## src/obj_cfg_pkg.sv

```systemverilog
package obj_cfg_pkg;

    localparam int OBJ_COUNT  = 128;
    localparam int LINE_WIDTH = 240;

    localparam logic [15:0] OAM_BASE      = 16'h0000; // 8 bytes per entry
    localparam logic [15:0] VRAM_OBJ_BASE = 16'h8000; // 32 KB sprite tiles

    localparam int TILE_BYTES_4BPP  = 32;
    localparam int TILE_BYTES_8BPP  = 64;
    localparam int MAP_2D_ROW_BYTES = 1024;

    // attr0
    localparam int ATTR0_Y_LO       = 0;
    localparam int ATTR0_Y_HI       = 7;
    localparam int ATTR0_ROT_LO     = 8;  // affine bit
    localparam int ATTR0_ROT_HI     = 9;  // disable bit when not affine
    localparam int ATTR0_MODE_LO    = 10;
    localparam int ATTR0_MODE_HI    = 11;
    localparam int ATTR0_HICOLOR_LO = 13;
    localparam int ATTR0_HICOLOR_HI = 13;
    localparam int ATTR0_SHAPE_LO   = 14;
    localparam int ATTR0_SHAPE_HI   = 15;

    // attr1
    localparam int ATTR1_X_LO     = 0;
    localparam int ATTR1_X_HI     = 8;
    localparam int ATTR1_HFLIP_LO = 12;
    localparam int ATTR1_HFLIP_HI = 12;
    localparam int ATTR1_VFLIP_LO = 13;
    localparam int ATTR1_VFLIP_HI = 13;
    localparam int ATTR1_SIZE_LO  = 14;
    localparam int ATTR1_SIZE_HI  = 15;

    // attr2
    localparam int ATTR2_TILE_LO = 0;
    localparam int ATTR2_TILE_HI = 9;
    localparam int ATTR2_PRIO_LO = 10;
    localparam int ATTR2_PRIO_HI = 11;
    localparam int ATTR2_PAL_LO  = 12;
    localparam int ATTR2_PAL_HI  = 15;

    typedef logic [7:0]  screen_x_t;
    typedef logic [7:0]  line_y_t;
    typedef logic [6:0]  obj_index_t;
    typedef logic [1:0]  prio_t;
    typedef logic [7:0]  color_idx_t;
    typedef logic [6:0]  sprite_dim_t;  // 8 to 64
    typedef logic [14:0] vram_offset_t;

endpackage

```

## src/obj_bus_pkg.sv

```systemverilog
package obj_bus_pkg;

    import obj_cfg_pkg::*;

    typedef logic [15:0] mem_addr_t;
    typedef logic [31:0] mem_data_t;

    typedef struct packed {
        mem_addr_t araddr;
    } axil_ar_t;

    typedef struct packed {
        mem_data_t rdata;
    } axil_r_t;

    // one sprite line, vflip already applied to row
    typedef struct packed {
        logic [8:0]  x_pos;    // above 255 is negative
        sprite_dim_t row;
        sprite_dim_t width;
        sprite_dim_t height;
        logic        hflip;
        logic        hicolor;
        logic [9:0]  tile;
        logic [3:0]  palette;
        prio_t       prio;
        logic        alpha;
    } obj_desc_t;

    typedef struct packed {
        screen_x_t  x;
        color_idx_t color;
        prio_t      prio;
        logic       alpha;
    } obj_pixel_t;

endpackage

```

## src/obj_attr_fetch.sv

```systemverilog
`timescale 1ns/100ps

module obj_attr_fetch import obj_cfg_pkg::*, obj_bus_pkg::*; (
    input  logic      fclk,
    input  logic      rst,
    input  logic      line_start,
    input  line_y_t   line_y,
    input  logic      mem_ready,
    input  logic      mem_rvalid,
    input  axil_r_t   mem_r,
    input  logic      desc_ready,
    output axil_ar_t  mem_ar,
    output logic      mem_valid,
    output obj_desc_t desc,
    output logic      desc_valid,
    output logic      scan_done
);

    typedef enum logic [2:0] {
        AF_IDLE, AF_RD0, AF_EVAL, AF_RD1, AF_OFFER, AF_NEXT
    } af_state_t;

    af_state_t   state;
    obj_index_t  idx;
    logic        ar_sent;
    line_y_t     line_q;
    mem_data_t   word0;
    obj_desc_t   desc_q;
    logic [15:0] attr0;
    logic [15:0] attr1;
    sprite_dim_t obj_w;
    sprite_dim_t obj_h;
    line_y_t     diff;
    logic        wraps;
    logic        covered;
    logic        skip;

    always_comb begin
        attr0 = word0[15:0];
        attr1 = word0[31:16];
        case ({attr0[ATTR0_SHAPE_HI:ATTR0_SHAPE_LO], attr1[ATTR1_SIZE_HI:ATTR1_SIZE_LO]})
            4'b00_00: begin obj_w = 7'd8;  obj_h = 7'd8;  end // square
            4'b00_01: begin obj_w = 7'd16; obj_h = 7'd16; end
            4'b00_10: begin obj_w = 7'd32; obj_h = 7'd32; end
            4'b00_11: begin obj_w = 7'd64; obj_h = 7'd64; end
            4'b01_00: begin obj_w = 7'd16; obj_h = 7'd8;  end // wide
            4'b01_01: begin obj_w = 7'd32; obj_h = 7'd8;  end
            4'b01_10: begin obj_w = 7'd32; obj_h = 7'd16; end
            4'b01_11: begin obj_w = 7'd64; obj_h = 7'd32; end
            4'b10_00: begin obj_w = 7'd8;  obj_h = 7'd16; end // tall
            4'b10_01: begin obj_w = 7'd8;  obj_h = 7'd32; end
            4'b10_10: begin obj_w = 7'd16; obj_h = 7'd32; end
            4'b10_11: begin obj_w = 7'd32; obj_h = 7'd64; end
            default:  begin obj_w = 7'd8;  obj_h = 7'd8;  end
        endcase

        diff    = line_q - attr0[ATTR0_Y_HI:ATTR0_Y_LO];
        wraps   = ({1'b0, attr0[ATTR0_Y_HI:ATTR0_Y_LO]} + {2'b00, obj_h}) > 9'd255;
        covered = (diff < {1'b0, obj_h}) &&
                  (!wraps || line_q < attr0[ATTR0_Y_HI:ATTR0_Y_LO]);
        skip    = (attr0[ATTR0_ROT_HI:ATTR0_ROT_LO] != 2'b00) ||    // affine or off
                  (attr0[ATTR0_SHAPE_HI:ATTR0_SHAPE_LO] == 2'b11) ||
                  (attr0[ATTR0_MODE_HI:ATTR0_MODE_LO] == 2'b10) ||  // window
                  !covered;
    end

    assign mem_valid     = (state == AF_RD0 || state == AF_RD1) && !ar_sent;
    assign mem_ar.araddr = OAM_BASE + mem_addr_t'({idx, (state == AF_RD1), 2'b00});
    assign desc          = desc_q;
    assign desc_valid    = (state == AF_OFFER);

    always_ff @(posedge fclk) begin
        if (rst) begin
            state     <= AF_IDLE;
            idx       <= '0;
            ar_sent   <= 1'b0;
            scan_done <= 1'b1;
        end else begin
            case (state)
                AF_IDLE: begin
                    if (line_start) begin
                        idx       <= '0;
                        scan_done <= 1'b0;
                        state     <= AF_RD0;
                    end
                end
                AF_RD0, AF_RD1: begin
                    if (mem_ready)
                        ar_sent <= 1'b1;
                    if (mem_rvalid) begin
                        ar_sent <= 1'b0;
                        state   <= (state == AF_RD0) ? AF_EVAL : AF_OFFER;
                    end
                end
                AF_EVAL:  state <= skip ? AF_NEXT : AF_RD1;
                AF_OFFER: if (desc_ready) state <= AF_NEXT;
                AF_NEXT: begin
                    if (idx == obj_index_t'(OBJ_COUNT - 1)) begin
                        scan_done <= 1'b1;
                        state     <= AF_IDLE;
                    end else begin
                        idx   <= idx + 7'd1;
                        state <= AF_RD0;
                    end
                end
                default: state <= AF_IDLE;
            endcase
        end
    end

    always_ff @(posedge fclk) begin
        if (state == AF_IDLE && line_start)
            line_q <= line_y;
        if (state == AF_RD0 && mem_rvalid)
            word0 <= mem_r.rdata;
        if (state == AF_EVAL) begin
            desc_q.x_pos   <= attr1[ATTR1_X_HI:ATTR1_X_LO];
            desc_q.width   <= obj_w;
            desc_q.height  <= obj_h;
            desc_q.hflip   <= attr1[ATTR1_HFLIP_HI:ATTR1_HFLIP_LO];
            desc_q.hicolor <= attr0[ATTR0_HICOLOR_HI:ATTR0_HICOLOR_LO];
            desc_q.alpha   <= (attr0[ATTR0_MODE_HI:ATTR0_MODE_LO] == 2'b01);
            if (attr1[ATTR1_VFLIP_HI:ATTR1_VFLIP_LO])
                desc_q.row <= obj_h - 7'd1 - sprite_dim_t'(diff);
            else
                desc_q.row <= sprite_dim_t'(diff);
        end
        if (state == AF_RD1 && mem_rvalid) begin // attr2 in low half
            desc_q.tile    <= mem_r.rdata[ATTR2_TILE_HI:ATTR2_TILE_LO];
            desc_q.prio    <= mem_r.rdata[ATTR2_PRIO_HI:ATTR2_PRIO_LO];
            desc_q.palette <= mem_r.rdata[ATTR2_PAL_HI:ATTR2_PAL_LO];
        end
    end

endmodule

```

## src/obj_line_buffer.sv

```systemverilog
`timescale 1ns/100ps

module obj_line_buffer import obj_cfg_pkg::*, obj_bus_pkg::*; (
    input  logic       fclk,
    input  logic       rst,
    input  logic       line_start,
    input  obj_pixel_t pix,
    input  logic       pix_valid,
    output logic       pixel_we,
    output obj_pixel_t pixel_out
);

    logic [LINE_WIDTH-1:0] valid_q;
    prio_t                 prio_mem [LINE_WIDTH];
    logic                  accept;

    // empty pixel or strictly better priority wins
    assign accept = pix_valid && !line_start &&
                    (!valid_q[pix.x] || pix.prio < prio_mem[pix.x]);

    always_ff @(posedge fclk) begin
        if (rst) begin
            valid_q  <= '0;
            pixel_we <= 1'b0;
        end else begin
            pixel_we <= accept;
            if (line_start)
                valid_q <= '0;
            else if (accept)
                valid_q[pix.x] <= 1'b1;
        end
    end

    always_ff @(posedge fclk) begin
        if (accept) begin
            prio_mem[pix.x] <= pix.prio;
            pixel_out       <= pix;
        end
    end

endmodule

```

## src/obj_mem_arbiter.sv

```systemverilog
`timescale 1ns/100ps

module obj_mem_arbiter import obj_bus_pkg::*; (
    input  logic      fclk,
    input  logic      rst,
    input  axil_ar_t  a_ar,
    input  axil_ar_t  b_ar,
    input  logic      a_valid,
    input  logic      b_valid,
    input  logic      arready,
    input  logic      rvalid,
    input  mem_data_t rdata,
    output logic      a_ready,
    output logic      b_ready,
    output logic      a_rvalid,
    output logic      b_rvalid,
    output axil_r_t   r,
    output logic      arvalid,
    output mem_addr_t araddr,
    output logic      rready
);

    typedef enum logic [1:0] {ARB_IDLE, ARB_ADDR, ARB_DATA} arb_state_t;

    arb_state_t state;
    logic       last_grant; // 1 = b, also owner of the open transaction
    logic       pick;

    always_comb begin
        if (a_valid && b_valid)
            pick = ~last_grant; // alternate on contention
        else
            pick = b_valid;
    end

    assign arvalid  = (state == ARB_ADDR);
    assign araddr   = last_grant ? b_ar.araddr : a_ar.araddr;
    assign rready   = (state == ARB_DATA);
    assign a_ready  = arvalid && arready && !last_grant;
    assign b_ready  = arvalid && arready && last_grant;
    assign a_rvalid = rready && rvalid && !last_grant;
    assign b_rvalid = rready && rvalid && last_grant;
    assign r.rdata  = rdata;

    always_ff @(posedge fclk) begin
        if (rst) begin
            state      <= ARB_IDLE;
            last_grant <= 1'b1; // a wins the first contention
        end else begin
            case (state)
                ARB_IDLE: begin
                    if (a_valid || b_valid) begin
                        last_grant <= pick;
                        state      <= ARB_ADDR;
                    end
                end
                ARB_ADDR: if (arready) state <= ARB_DATA;
                ARB_DATA: if (rvalid) state <= ARB_IDLE;
                default:  state <= ARB_IDLE;
            endcase
        end
    end

endmodule

```

## src/obj_renderer.sv

```systemverilog
`timescale 1ns/100ps

module obj_renderer import obj_cfg_pkg::*, obj_bus_pkg::*; (
    input  logic       fclk,
    input  logic       rst,
    input  logic       line_start,
    input  line_y_t    line_y,
    input  logic       one_dim_mapping,
    input  logic       arready,
    input  logic       rvalid,
    input  mem_data_t  rdata,
    output logic       busy,
    output logic       arvalid,
    output mem_addr_t  araddr,
    output logic       rready,
    output logic       pixel_we,
    output obj_pixel_t pixel_out
);

    axil_ar_t   attr_ar;
    axil_ar_t   tile_ar;
    axil_r_t    mem_r;
    logic       attr_valid;
    logic       tile_valid;
    logic       attr_ready;
    logic       tile_ready;
    logic       attr_rvalid;
    logic       tile_rvalid;
    obj_desc_t  desc;
    logic       desc_valid;
    logic       desc_ready;
    obj_pixel_t pix;
    logic       pix_valid;
    logic       scan_done;
    logic       tile_idle;
    logic       line_go;

    // scan finished and last sprite drawn
    assign busy    = !(scan_done && tile_idle);
    assign line_go = line_start && !busy; // new line only when idle

    obj_attr_fetch u_attr_fetch (
        .fclk       (fclk),
        .rst        (rst),
        .line_start (line_go),
        .line_y     (line_y),
        .mem_ready  (attr_ready),
        .mem_rvalid (attr_rvalid),
        .mem_r      (mem_r),
        .desc_ready (desc_ready),
        .mem_ar     (attr_ar),
        .mem_valid  (attr_valid),
        .desc       (desc),
        .desc_valid (desc_valid),
        .scan_done  (scan_done)
    );

    obj_tile_fetch u_tile_fetch (
        .fclk            (fclk),
        .rst             (rst),
        .one_dim_mapping (one_dim_mapping),
        .desc            (desc),
        .desc_valid      (desc_valid),
        .mem_ready       (tile_ready),
        .mem_rvalid      (tile_rvalid),
        .mem_r           (mem_r),
        .desc_ready      (desc_ready),
        .mem_ar          (tile_ar),
        .mem_valid       (tile_valid),
        .pix             (pix),
        .pix_valid       (pix_valid),
        .idle            (tile_idle)
    );

    obj_mem_arbiter u_arbiter (
        .fclk     (fclk),
        .rst      (rst),
        .a_ar     (attr_ar),
        .b_ar     (tile_ar),
        .a_valid  (attr_valid),
        .b_valid  (tile_valid),
        .arready  (arready),
        .rvalid   (rvalid),
        .rdata    (rdata),
        .a_ready  (attr_ready),
        .b_ready  (tile_ready),
        .a_rvalid (attr_rvalid),
        .b_rvalid (tile_rvalid),
        .r        (mem_r),
        .arvalid  (arvalid),
        .araddr   (araddr),
        .rready   (rready)
    );

    obj_line_buffer u_line_buffer (
        .fclk       (fclk),
        .rst        (rst),
        .line_start (line_go),
        .pix        (pix),
        .pix_valid  (pix_valid),
        .pixel_we   (pixel_we),
        .pixel_out  (pixel_out)
    );

endmodule

```

## src/obj_tile_fetch.sv

```systemverilog
`timescale 1ns/100ps

module obj_tile_fetch import obj_cfg_pkg::*, obj_bus_pkg::*; (
    input  logic       fclk,
    input  logic       rst,
    input  logic       one_dim_mapping,
    input  obj_desc_t  desc,
    input  logic       desc_valid,
    input  logic       mem_ready,
    input  logic       mem_rvalid,
    input  axil_r_t    mem_r,
    output logic       desc_ready,
    output axil_ar_t   mem_ar,
    output logic       mem_valid,
    output obj_pixel_t pix,
    output logic       pix_valid,
    output logic       idle
);

    typedef enum logic [1:0] {TF_IDLE, TF_SETUP, TF_COL, TF_READ} tf_state_t;

    tf_state_t    state;
    obj_desc_t    d_q;
    sprite_dim_t  col;
    logic         ar_sent;
    vram_offset_t row_base;   // tile base plus row terms
    logic [9:0]   tile_num;
    vram_offset_t tile_bytes;
    vram_offset_t stride;
    vram_offset_t row_term;
    vram_offset_t col_term;
    vram_offset_t offset;
    sprite_dim_t  mcol;
    logic [8:0]   sx;
    logic [7:0]   texel_byte;
    logic [3:0]   nibble;
    color_idx_t   color;
    logic         opaque;

    always_comb begin
        // 8bpp with 2d mapping addresses tiles in pairs
        tile_num   = (d_q.hicolor && !one_dim_mapping) ? {d_q.tile[9:1], 1'b0} : d_q.tile;
        tile_bytes = d_q.hicolor ? vram_offset_t'(TILE_BYTES_8BPP)
                                 : vram_offset_t'(TILE_BYTES_4BPP);
        stride     = one_dim_mapping ? vram_offset_t'(d_q.width[6:3]) * tile_bytes
                                     : vram_offset_t'(MAP_2D_ROW_BYTES);
        row_term   = vram_offset_t'(d_q.row[5:3]) * stride;
        if (d_q.hicolor)
            row_term = row_term + vram_offset_t'({d_q.row[2:0], 3'b000});
        else
            row_term = row_term + vram_offset_t'({d_q.row[2:0], 2'b00});

        mcol     = d_q.hflip ? (d_q.width - 7'd1 - col) : col;
        col_term = vram_offset_t'(mcol[5:3]) * tile_bytes;
        if (d_q.hicolor)
            col_term = col_term + vram_offset_t'(mcol[2:0]);
        else
            col_term = col_term + vram_offset_t'(mcol[2:1]); // two texels per byte
        offset = row_base + col_term;
        sx     = d_q.x_pos + {2'b00, col};  // wraps mod 512

        texel_byte = mem_r.rdata[{offset[1:0], 3'b000} +: 8];
        nibble     = mcol[0] ? texel_byte[7:4] : texel_byte[3:0];
        color      = d_q.hicolor ? texel_byte : {d_q.palette, nibble};
        opaque     = d_q.hicolor ? (texel_byte != 8'h00) : (nibble != 4'h0);
    end

    assign desc_ready    = (state == TF_IDLE);
    assign idle          = (state == TF_IDLE);
    assign mem_valid     = (state == TF_READ) && !ar_sent;
    assign mem_ar.araddr = VRAM_OBJ_BASE + {1'b0, offset};

    always_ff @(posedge fclk) begin
        if (rst) begin
            state     <= TF_IDLE;
            col       <= '0;
            ar_sent   <= 1'b0;
            pix_valid <= 1'b0;
        end else begin
            pix_valid <= 1'b0;
            case (state)
                TF_IDLE: begin
                    if (desc_valid) begin
                        col   <= '0;
                        state <= TF_SETUP;
                    end
                end
                TF_SETUP: state <= TF_COL;
                TF_COL: begin
                    if (col == d_q.width)
                        state <= TF_IDLE;
                    else if (sx < LINE_WIDTH)
                        state <= TF_READ;
                    else
                        col <= col + 7'd1; // off screen, no read
                end
                TF_READ: begin
                    if (mem_ready)
                        ar_sent <= 1'b1;
                    if (mem_rvalid) begin
                        ar_sent   <= 1'b0;
                        pix_valid <= opaque;
                        col       <= col + 7'd1;
                        state     <= TF_COL;
                    end
                end
                default: state <= TF_IDLE;
            endcase
        end
    end

    always_ff @(posedge fclk) begin
        if (state == TF_IDLE && desc_valid)
            d_q <= desc;
        if (state == TF_SETUP)
            row_base <= vram_offset_t'({tile_num, 5'b00000}) + row_term;
        if (state == TF_READ && mem_rvalid) begin
            pix.x     <= sx[7:0];
            pix.color <= color;
            pix.prio  <= d_q.prio;
            pix.alpha <= d_q.alpha;
        end
    end

endmodule

```

## config.mk

```make
export PLATFORM = sky130hd
export DESIGN_NAME = obj_renderer
export DESIGN_NICKNAME = d
export VERILOG_FILES = /design/src/obj_cfg_pkg.sv /design/src/obj_bus_pkg.sv /design/src/obj_attr_fetch.sv /design/src/obj_line_buffer.sv /design/src/obj_mem_arbiter.sv /design/src/obj_renderer.sv /design/src/obj_tile_fetch.sv
export SDC_FILE = /design/constraint.sdc
export NUM_CORES = 1
export LEC_CHECK = 0
export BUFFER_PORTS_ARGS = -buffer_cell sky130_fd_sc_hd__buf_2
export CAP_MARGIN = 20
export CORE_MARGIN = 2
export CORE_UTILIZATION = 35
export DETAILED_ROUTE_END_ITERATION = 8
export PLACE_DENSITY = 0.52
export SLEW_MARGIN = 5
export SYNTH_ARGS = -nofsm -noshare
export SYNTH_HDL_FRONTEND = slang
export SYNTH_SLANG_ARGS = --single-unit
export TNS_END_PERCENT = 5
```

## constraint.sdc

```tcl
create_clock -name fclk -period 7.2 [get_ports fclk]
set_input_delay 0.72 -clock fclk [delete_from_list [all_inputs] [get_ports fclk]]
set_output_delay 0.72 -clock fclk [all_outputs]
set_load 0.01 [all_outputs]
```

Word-level counts from Yosys, hierarchy flattened
Memories as Yosys holds them, arrays and structs flattened. A register that Yosys moved wholly into a read port is not among the register bits.
Cells that the tools add are included.
{"block": "totals", "reg_bits": 442, "mem_bits_rw": 480, "romBits": 128, "inputBits": 46, "out_inout_bits": 39, "memories": 2}
{"memory": "u_line_buffer.prio_mem", "words": 240, "word_bits": 2, "read_ports": 1, "rd_clocked_by_memory_dff": 1, "wr": 1, "line_no": "obj_line_buffer.sv:14", "rtl": "prio_t prio_mem [LINE_WIDTH];"}
{"memory": "(name not given)", "words": 16, "word_bits": 8, "read_ports": 1, "rd_clocked_by_memory_dff": 1, "wr": 0, "line_no": "obj_attr_fetch.sv:41", "rtl": "case ({attr0[ATTR0_SHAPE_HI:ATTR0_SHAPE_LO], attr1[ATTR1_SIZE_HI:ATTR1_SIZE_LO]})"}
{"block": "op_classes", "addsub": 16, "n_mul": 3, "magnitude_cmp": 7, "n_eq_ne": 28, "n_shift": 1, "muxes": 51, "bitwise": 4, "n_reduce_logical": 59}
{"cell": "$or A240 B240 Y240", "n": 1}
{"cell": "$mux W7", "n": 7}
{"cell": "$mux W15", "n": 3}
{"cell": "$shiftx A32 B6 Y8", "n": 1}
{"cell": "$add A15 B15 Y15", "n": 2}
{"cell": "$mul A3 B15 Y15", "n": 2}
{"cell": "$logic_and A1 B1 Y1", "n": 21}
{"cell": "$pmux W7 S3", "n": 1}
{"cell": "$add A16 B15 Y16 const A", "n": 1}
{"cell": "$mux W16", "n": 1}
{"cell": "$mux W8", "n": 2}
{"cell": "$add A15 B2 Y15", "n": 1}
{"cell": "$add A15 B3 Y15", "n": 1}
{"cell": "$add A15 B5 Y15", "n": 1}
{"cell": "$add A15 B6 Y15", "n": 1}
{"cell": "$mux W3", "n": 5}
{"cell": "$pmux W3 S5", "n": 1}
{"cell": "$reduce_and A3 Y1", "n": 5}
{"cell": "$add A7 B1 Y7 const B", "n": 2}
{"cell": "$mux W1", "n": 14}
{"cell": "$mux W2", "n": 7}
{"cell": "$pmux W7 S2", "n": 1}
{"cell": "$mux W6", "n": 2}
{"cell": "$ne A2 B1 Y1 const B", "n": 6}
{"cell": "other kinds (41)", "n": 80}

Depth between registers and ports, before layout
{"block": "logic_depth", "ltp_word": 11, "mapped_depth": 22, "ltp_nobuf": 20}

Cells and area by module
From an unflattened synthesis, not the netlist that was laid out.
{"block": "unflattened", "cells_unflattened": 3252, "area_unflattened_um2": 41767.6}
{"module": "obj_line_buffer", "instances": 1, "cells_each": 2409, "area_each_um2": 31557.8}
{"module": "obj_tile_fetch", "instances": 1, "cells_each": 471, "area_each_um2": 5388.9}
{"module": "obj_attr_fetch", "instances": 1, "cells_each": 302, "area_each_um2": 4206.5}
{"module": "obj_mem_arbiter", "instances": 1, "cells_each": 68, "area_each_um2": 604.3}
{"module": "obj_renderer", "instances": 1, "cells_each": 2, "area_each_um2": 10.0}

Least setup slack after synthesis
No wires, ideal clock.
{"block": "synth_timing", "kind": "flip-flop to flip-flop", "from": "reg, netlist name u_tile_fetch.pix[2]", "to": "reg, netlist name u_line_buffer.pixel_out[0]", "setup_ps": 331, "t_arrival_ps": 5077, "t_required_ps": 6869, "slack_ps": 1792, "path_stages_with_launch": 12, "period_less_slack_ps": 5408, "path_cell_list": "edfxtp_1 -> ha_1 -> nand3b_1 -> nor4_1 -> nand4_1 -> o22ai_1 -> a31oi_1 -> o311a_1 -> buf_2 -> buf_2 -> buf_2 -> inv_1"}
{"block": "synth_via", "elab_chain_len": 3}
{"item": "$lt A2 B2 Y1", "line_no": "obj_line_buffer.sv:19", "rtl": "(!valid_q[pix.x] || pix.prio < prio_mem[pix.x]);"}
{"item": "$logic_or A1 B1 Y1", "line_no": "obj_line_buffer.sv:19"}
{"item": "$logic_and A1 B1 Y1", "line_no": "obj_line_buffer.sv:18", "rtl": "assign accept = pix_valid && !line_start &&"}
{"item": "named net u_line_buffer.accept", "line_no": "obj_line_buffer.sv:15", "rtl": "logic accept;"}
The timed path passes the listed nets, and every way through them passes these cells.
A chain may end at the register's enable or synchronous reset.

==> impl_metrics.csv <==
group,metric,value,unit
cells_and_area,final_common_cell,"edfxtp_1",
logic_synthesis,avgSynthCellArea,14.5,um2
clock_network,cts_htree_levels,3,
hold_path,hp-class,"primary input to flip-flop",
clock_network,cts_setup_buffers,0,
logic_synthesis,synth_warnings,0,
floorplanning,start_util,35.3,%
detailed_routing,postRouteAntennaNets,0,
timing,fin_skew,0.0916,ns
power,power_leakage,16.2,nW
power,max-vdd-ir-drop,0.181,mV
place,pre_cts_slack,1.40,ns
detailed_routing,dr_total_vias,25600,
logic_synthesis,ys_seq_elements,926,
logic_synthesis,ys_types,64,
logic_synthesis,synth_top_area_share,45.7,%
floorplanning,fp-row-count,127,
cells_and_area,nNetsFinal,3001,
setup_path,worst_ep_required_time,7.71,ns
global_routing,grt_max_degree,239,
clock_network,clock_latency,0.73,ns
detailed_routing,met1_length,49.6,mm
cells_and_area,final_cells,4581,
clock_network,numCtsBuffers,102,
cells_and_area,seqCellArea,0.0250,mm2
timing,min_period_over_period,80.6,%
power,power,11.5,mW
logic_synthesis,yosys-top-cells-area,"edfxtp_1 46%, dfxtp_1 13%, mux4_2 11%",
global_routing,grt_usage,18.0,%
place,gp_congestion,0.806,
detailed_routing,route.top_layer_used,"met5",
detailed_routing,drt_iter0_markers,2021,
setup_path,path_max_fanout,60,
timing,finalSetupTns,0,ns
timing,setup_ws,1.40,ns
logic_synthesis,synth_edf_count,643,
logic_synthesis,post-synth-top-area-cell,"edfxtp_1",
clock_network,cts-root-buf,"clkbuf_16",
place,place_hpwl,65.2,mm
cells_and_area,final_util,39.9,%
clock_network,cts_sinks,926,
power,p_per_area,241,mW/mm2
detailed_routing,vias_per_cell,5.59,
logic_synthesis,synth_area,0.0423,mm2
global_routing,grt_pass1_vias,26800,
clock_network,cts-resized-gates,0,
cells_and_area,nFillCells,11000,
detailed_routing,routed_wl,112,mm
flow_run,max_cap_viol_count,0,
outcome,outcome,"complete, no violations",
timing,slew_violations,0,
detailed_routing,drt_drc_violations_left,0,
clock_network,cts.clk_slew.worst_paths,0.06,ns
setup_path,worstPathArrival,6.31,ns
detailed_routing,first_pass_iters,5,
timing,slew_headroom,30.7,%
floorplanning,dieArea,0.124,mm2
cells_and_area,antennaDiodeCount,0,
global_routing,grt_pass1_wl,169,mm
logic_synthesis,synthCells,2911,
detailed_routing,wl_per_cell,24.4,um
timing,setup_violations,0,
floorplanning,core_area,0.120,mm2
cells_and_area,multiInputGateArea,0.0158,mm2
logic_synthesis,synth-main-ff-cell,"edfxtp_1",
logic_synthesis,ys_seq_area_share,59.1,%
place,io_buffers,84,
timing,rsz0062_at_grt,"no",
clock_network,clock_path_buffers,3,
clock_network,cts_tree,"yes",
setup_path,worst_setup_path_start_kind,"flip-flop",
detailed_routing,routed-wl-met2,53.7,mm
logic_synthesis,async_reset_ff_share,0,%
cells_and_area,drive_above_1_share,28.0,%
setup_path,crit_type,"flip-flop to flip-flop",
place,dpl.cell_count,4388,
cells_and_area,mostFrequentLayoutCells,"643 x edfxtp_1, 307 x nand2_1, 280 x dfxtp_1",
global_routing,gr-total-overflow,0,
clock_network,cts.hold.buffers_added,0,
floorplanning,num_io_pins,85,
timing,post-route-min-period,5.80,ns
detailed_routing,wl_met3,5.87,mm
timing,fmax,172,MHz
global_routing,antenna_found_initial,1,
timing,tightest_slew,1.04,ns
setup_path,end_kind,"flip-flop",
timing,hold_violations,0,
cells_and_area,syn_to_final_growth,13.1,%
floorplanning,die_x,351,um
floorplanning,dieHeight,351,um
==> layout make-up <==
cell class | count | share of cell area (%)
inverters | 59 | 0.463
flip-flops and latches | 926 | 52.3
well taps | 1612 | 4.22
clock buffers | 127 | 5.67
repair buffers | 157 | 2.36
clock inverters | 64 | 1.96
multi-input cells | 1636 | 33.1
==> cells in the mapped netlist, types with 37 or more instances <==
cell / number
ha_1: 63
buf_2: 43
o41ai_2: 238
inv_1: 58
xnor2_1: 39
dfxtp_1: 283
clkbuf_1: 198
mux2_2: 37
edfxtp_1: 643
nand3_1: 39
nor2_1: 65
nor3_1: 252
mux4_2: 201
nand2_1: 316
a21oi_1: 56
==> sequential cells by signal, indices dropped and copies added, names as in the netlist, 8 cells and up, named ones only <==
register and flops:
u_attr_fetch.word0 28, u_tile_fetch.pix 19, u_tile_fetch.row_base 13, u_line_buffer.prio_mem 480
u_tile_fetch.d_q 38, u_attr_fetch.desc 38, u_line_buffer.pixel_out 19, u_attr_fetch.line_q 8
u_line_buffer.valid_q 240
==> critical path, stage by stage, from the launching register on <==
cell and delay [ns]:
dfxtp_4 0.66, buf_12 0.34, mux4_2 0.53, mux4_2 0.48, nor2b_1 0.15, a211oi_1 0.39, a21oi_1 0.15, mux4_2 0.52
inv_1 0.09, ha_1 0.16, nand3b_1 0.17, nor4_1 0.07, nand4_1 0.14, o22ai_1 0.07, a31oi_1 0.24, o311a_4 0.41
buf_4 0.81, o41ai_2 0.18
==> kinds of logic (layout without fill, tap and decap cells) <==
logic type,count (synthesis),after routing,synth area share (%)
simple gates,791,791,8.70
flops,926,926,59.1
mux,274,274,12.6
fa+ha+maj,73,73,2.34
buf+inv,351,407,3.90
xor+xnor,58,58,1.20
other cells,1,3,0.00887
compound gates,437,437,12.2
==> through the flow <==
step	instance area (um2)	hold WS, ns
floorplan	42300	0.386
global placement	44100	0.388
detailed placement	44100	0.394
CTS	47800	0.147
global route	47800	0.165
finish	47800	0.198
==> worst paths after layout <==
check	from	end	slack (ns)	depth (start not counted)
max	flip-flop	u_line_buffer.valid_q[58]	1.40	17
min	line_y[5]	u_attr_fetch.line_q[5]	0.20	1
max reg2reg	flip-flop	u_line_buffer.valid_q[58]	1.40	17
min reg2reg	u_attr_fetch.obj_w[4]	u_attr_fetch.desc[30]	0.40	0
==> per-layer routing <==
metal / track usage [%] / vias to the layer above
li1: - / 11300
met1: 24.5 / 13400
met2: 29.6 / 744
met3: 2.87 / 156
met4: 5.61 / 2
met5: 0 / -
==> power by group <==
group	internal [mW]	total (mW)	switching (mW)	leakage (nW)
sequential	5.64	5.64	0.00595	8.07
combinational	0.0702	0.247	0.176	6.33
clock	3.35	5.61	2.26	1.76
total	9.06	11.5	2.45	16.2
No activity file was read; power rests on OpenSTA's default activity.
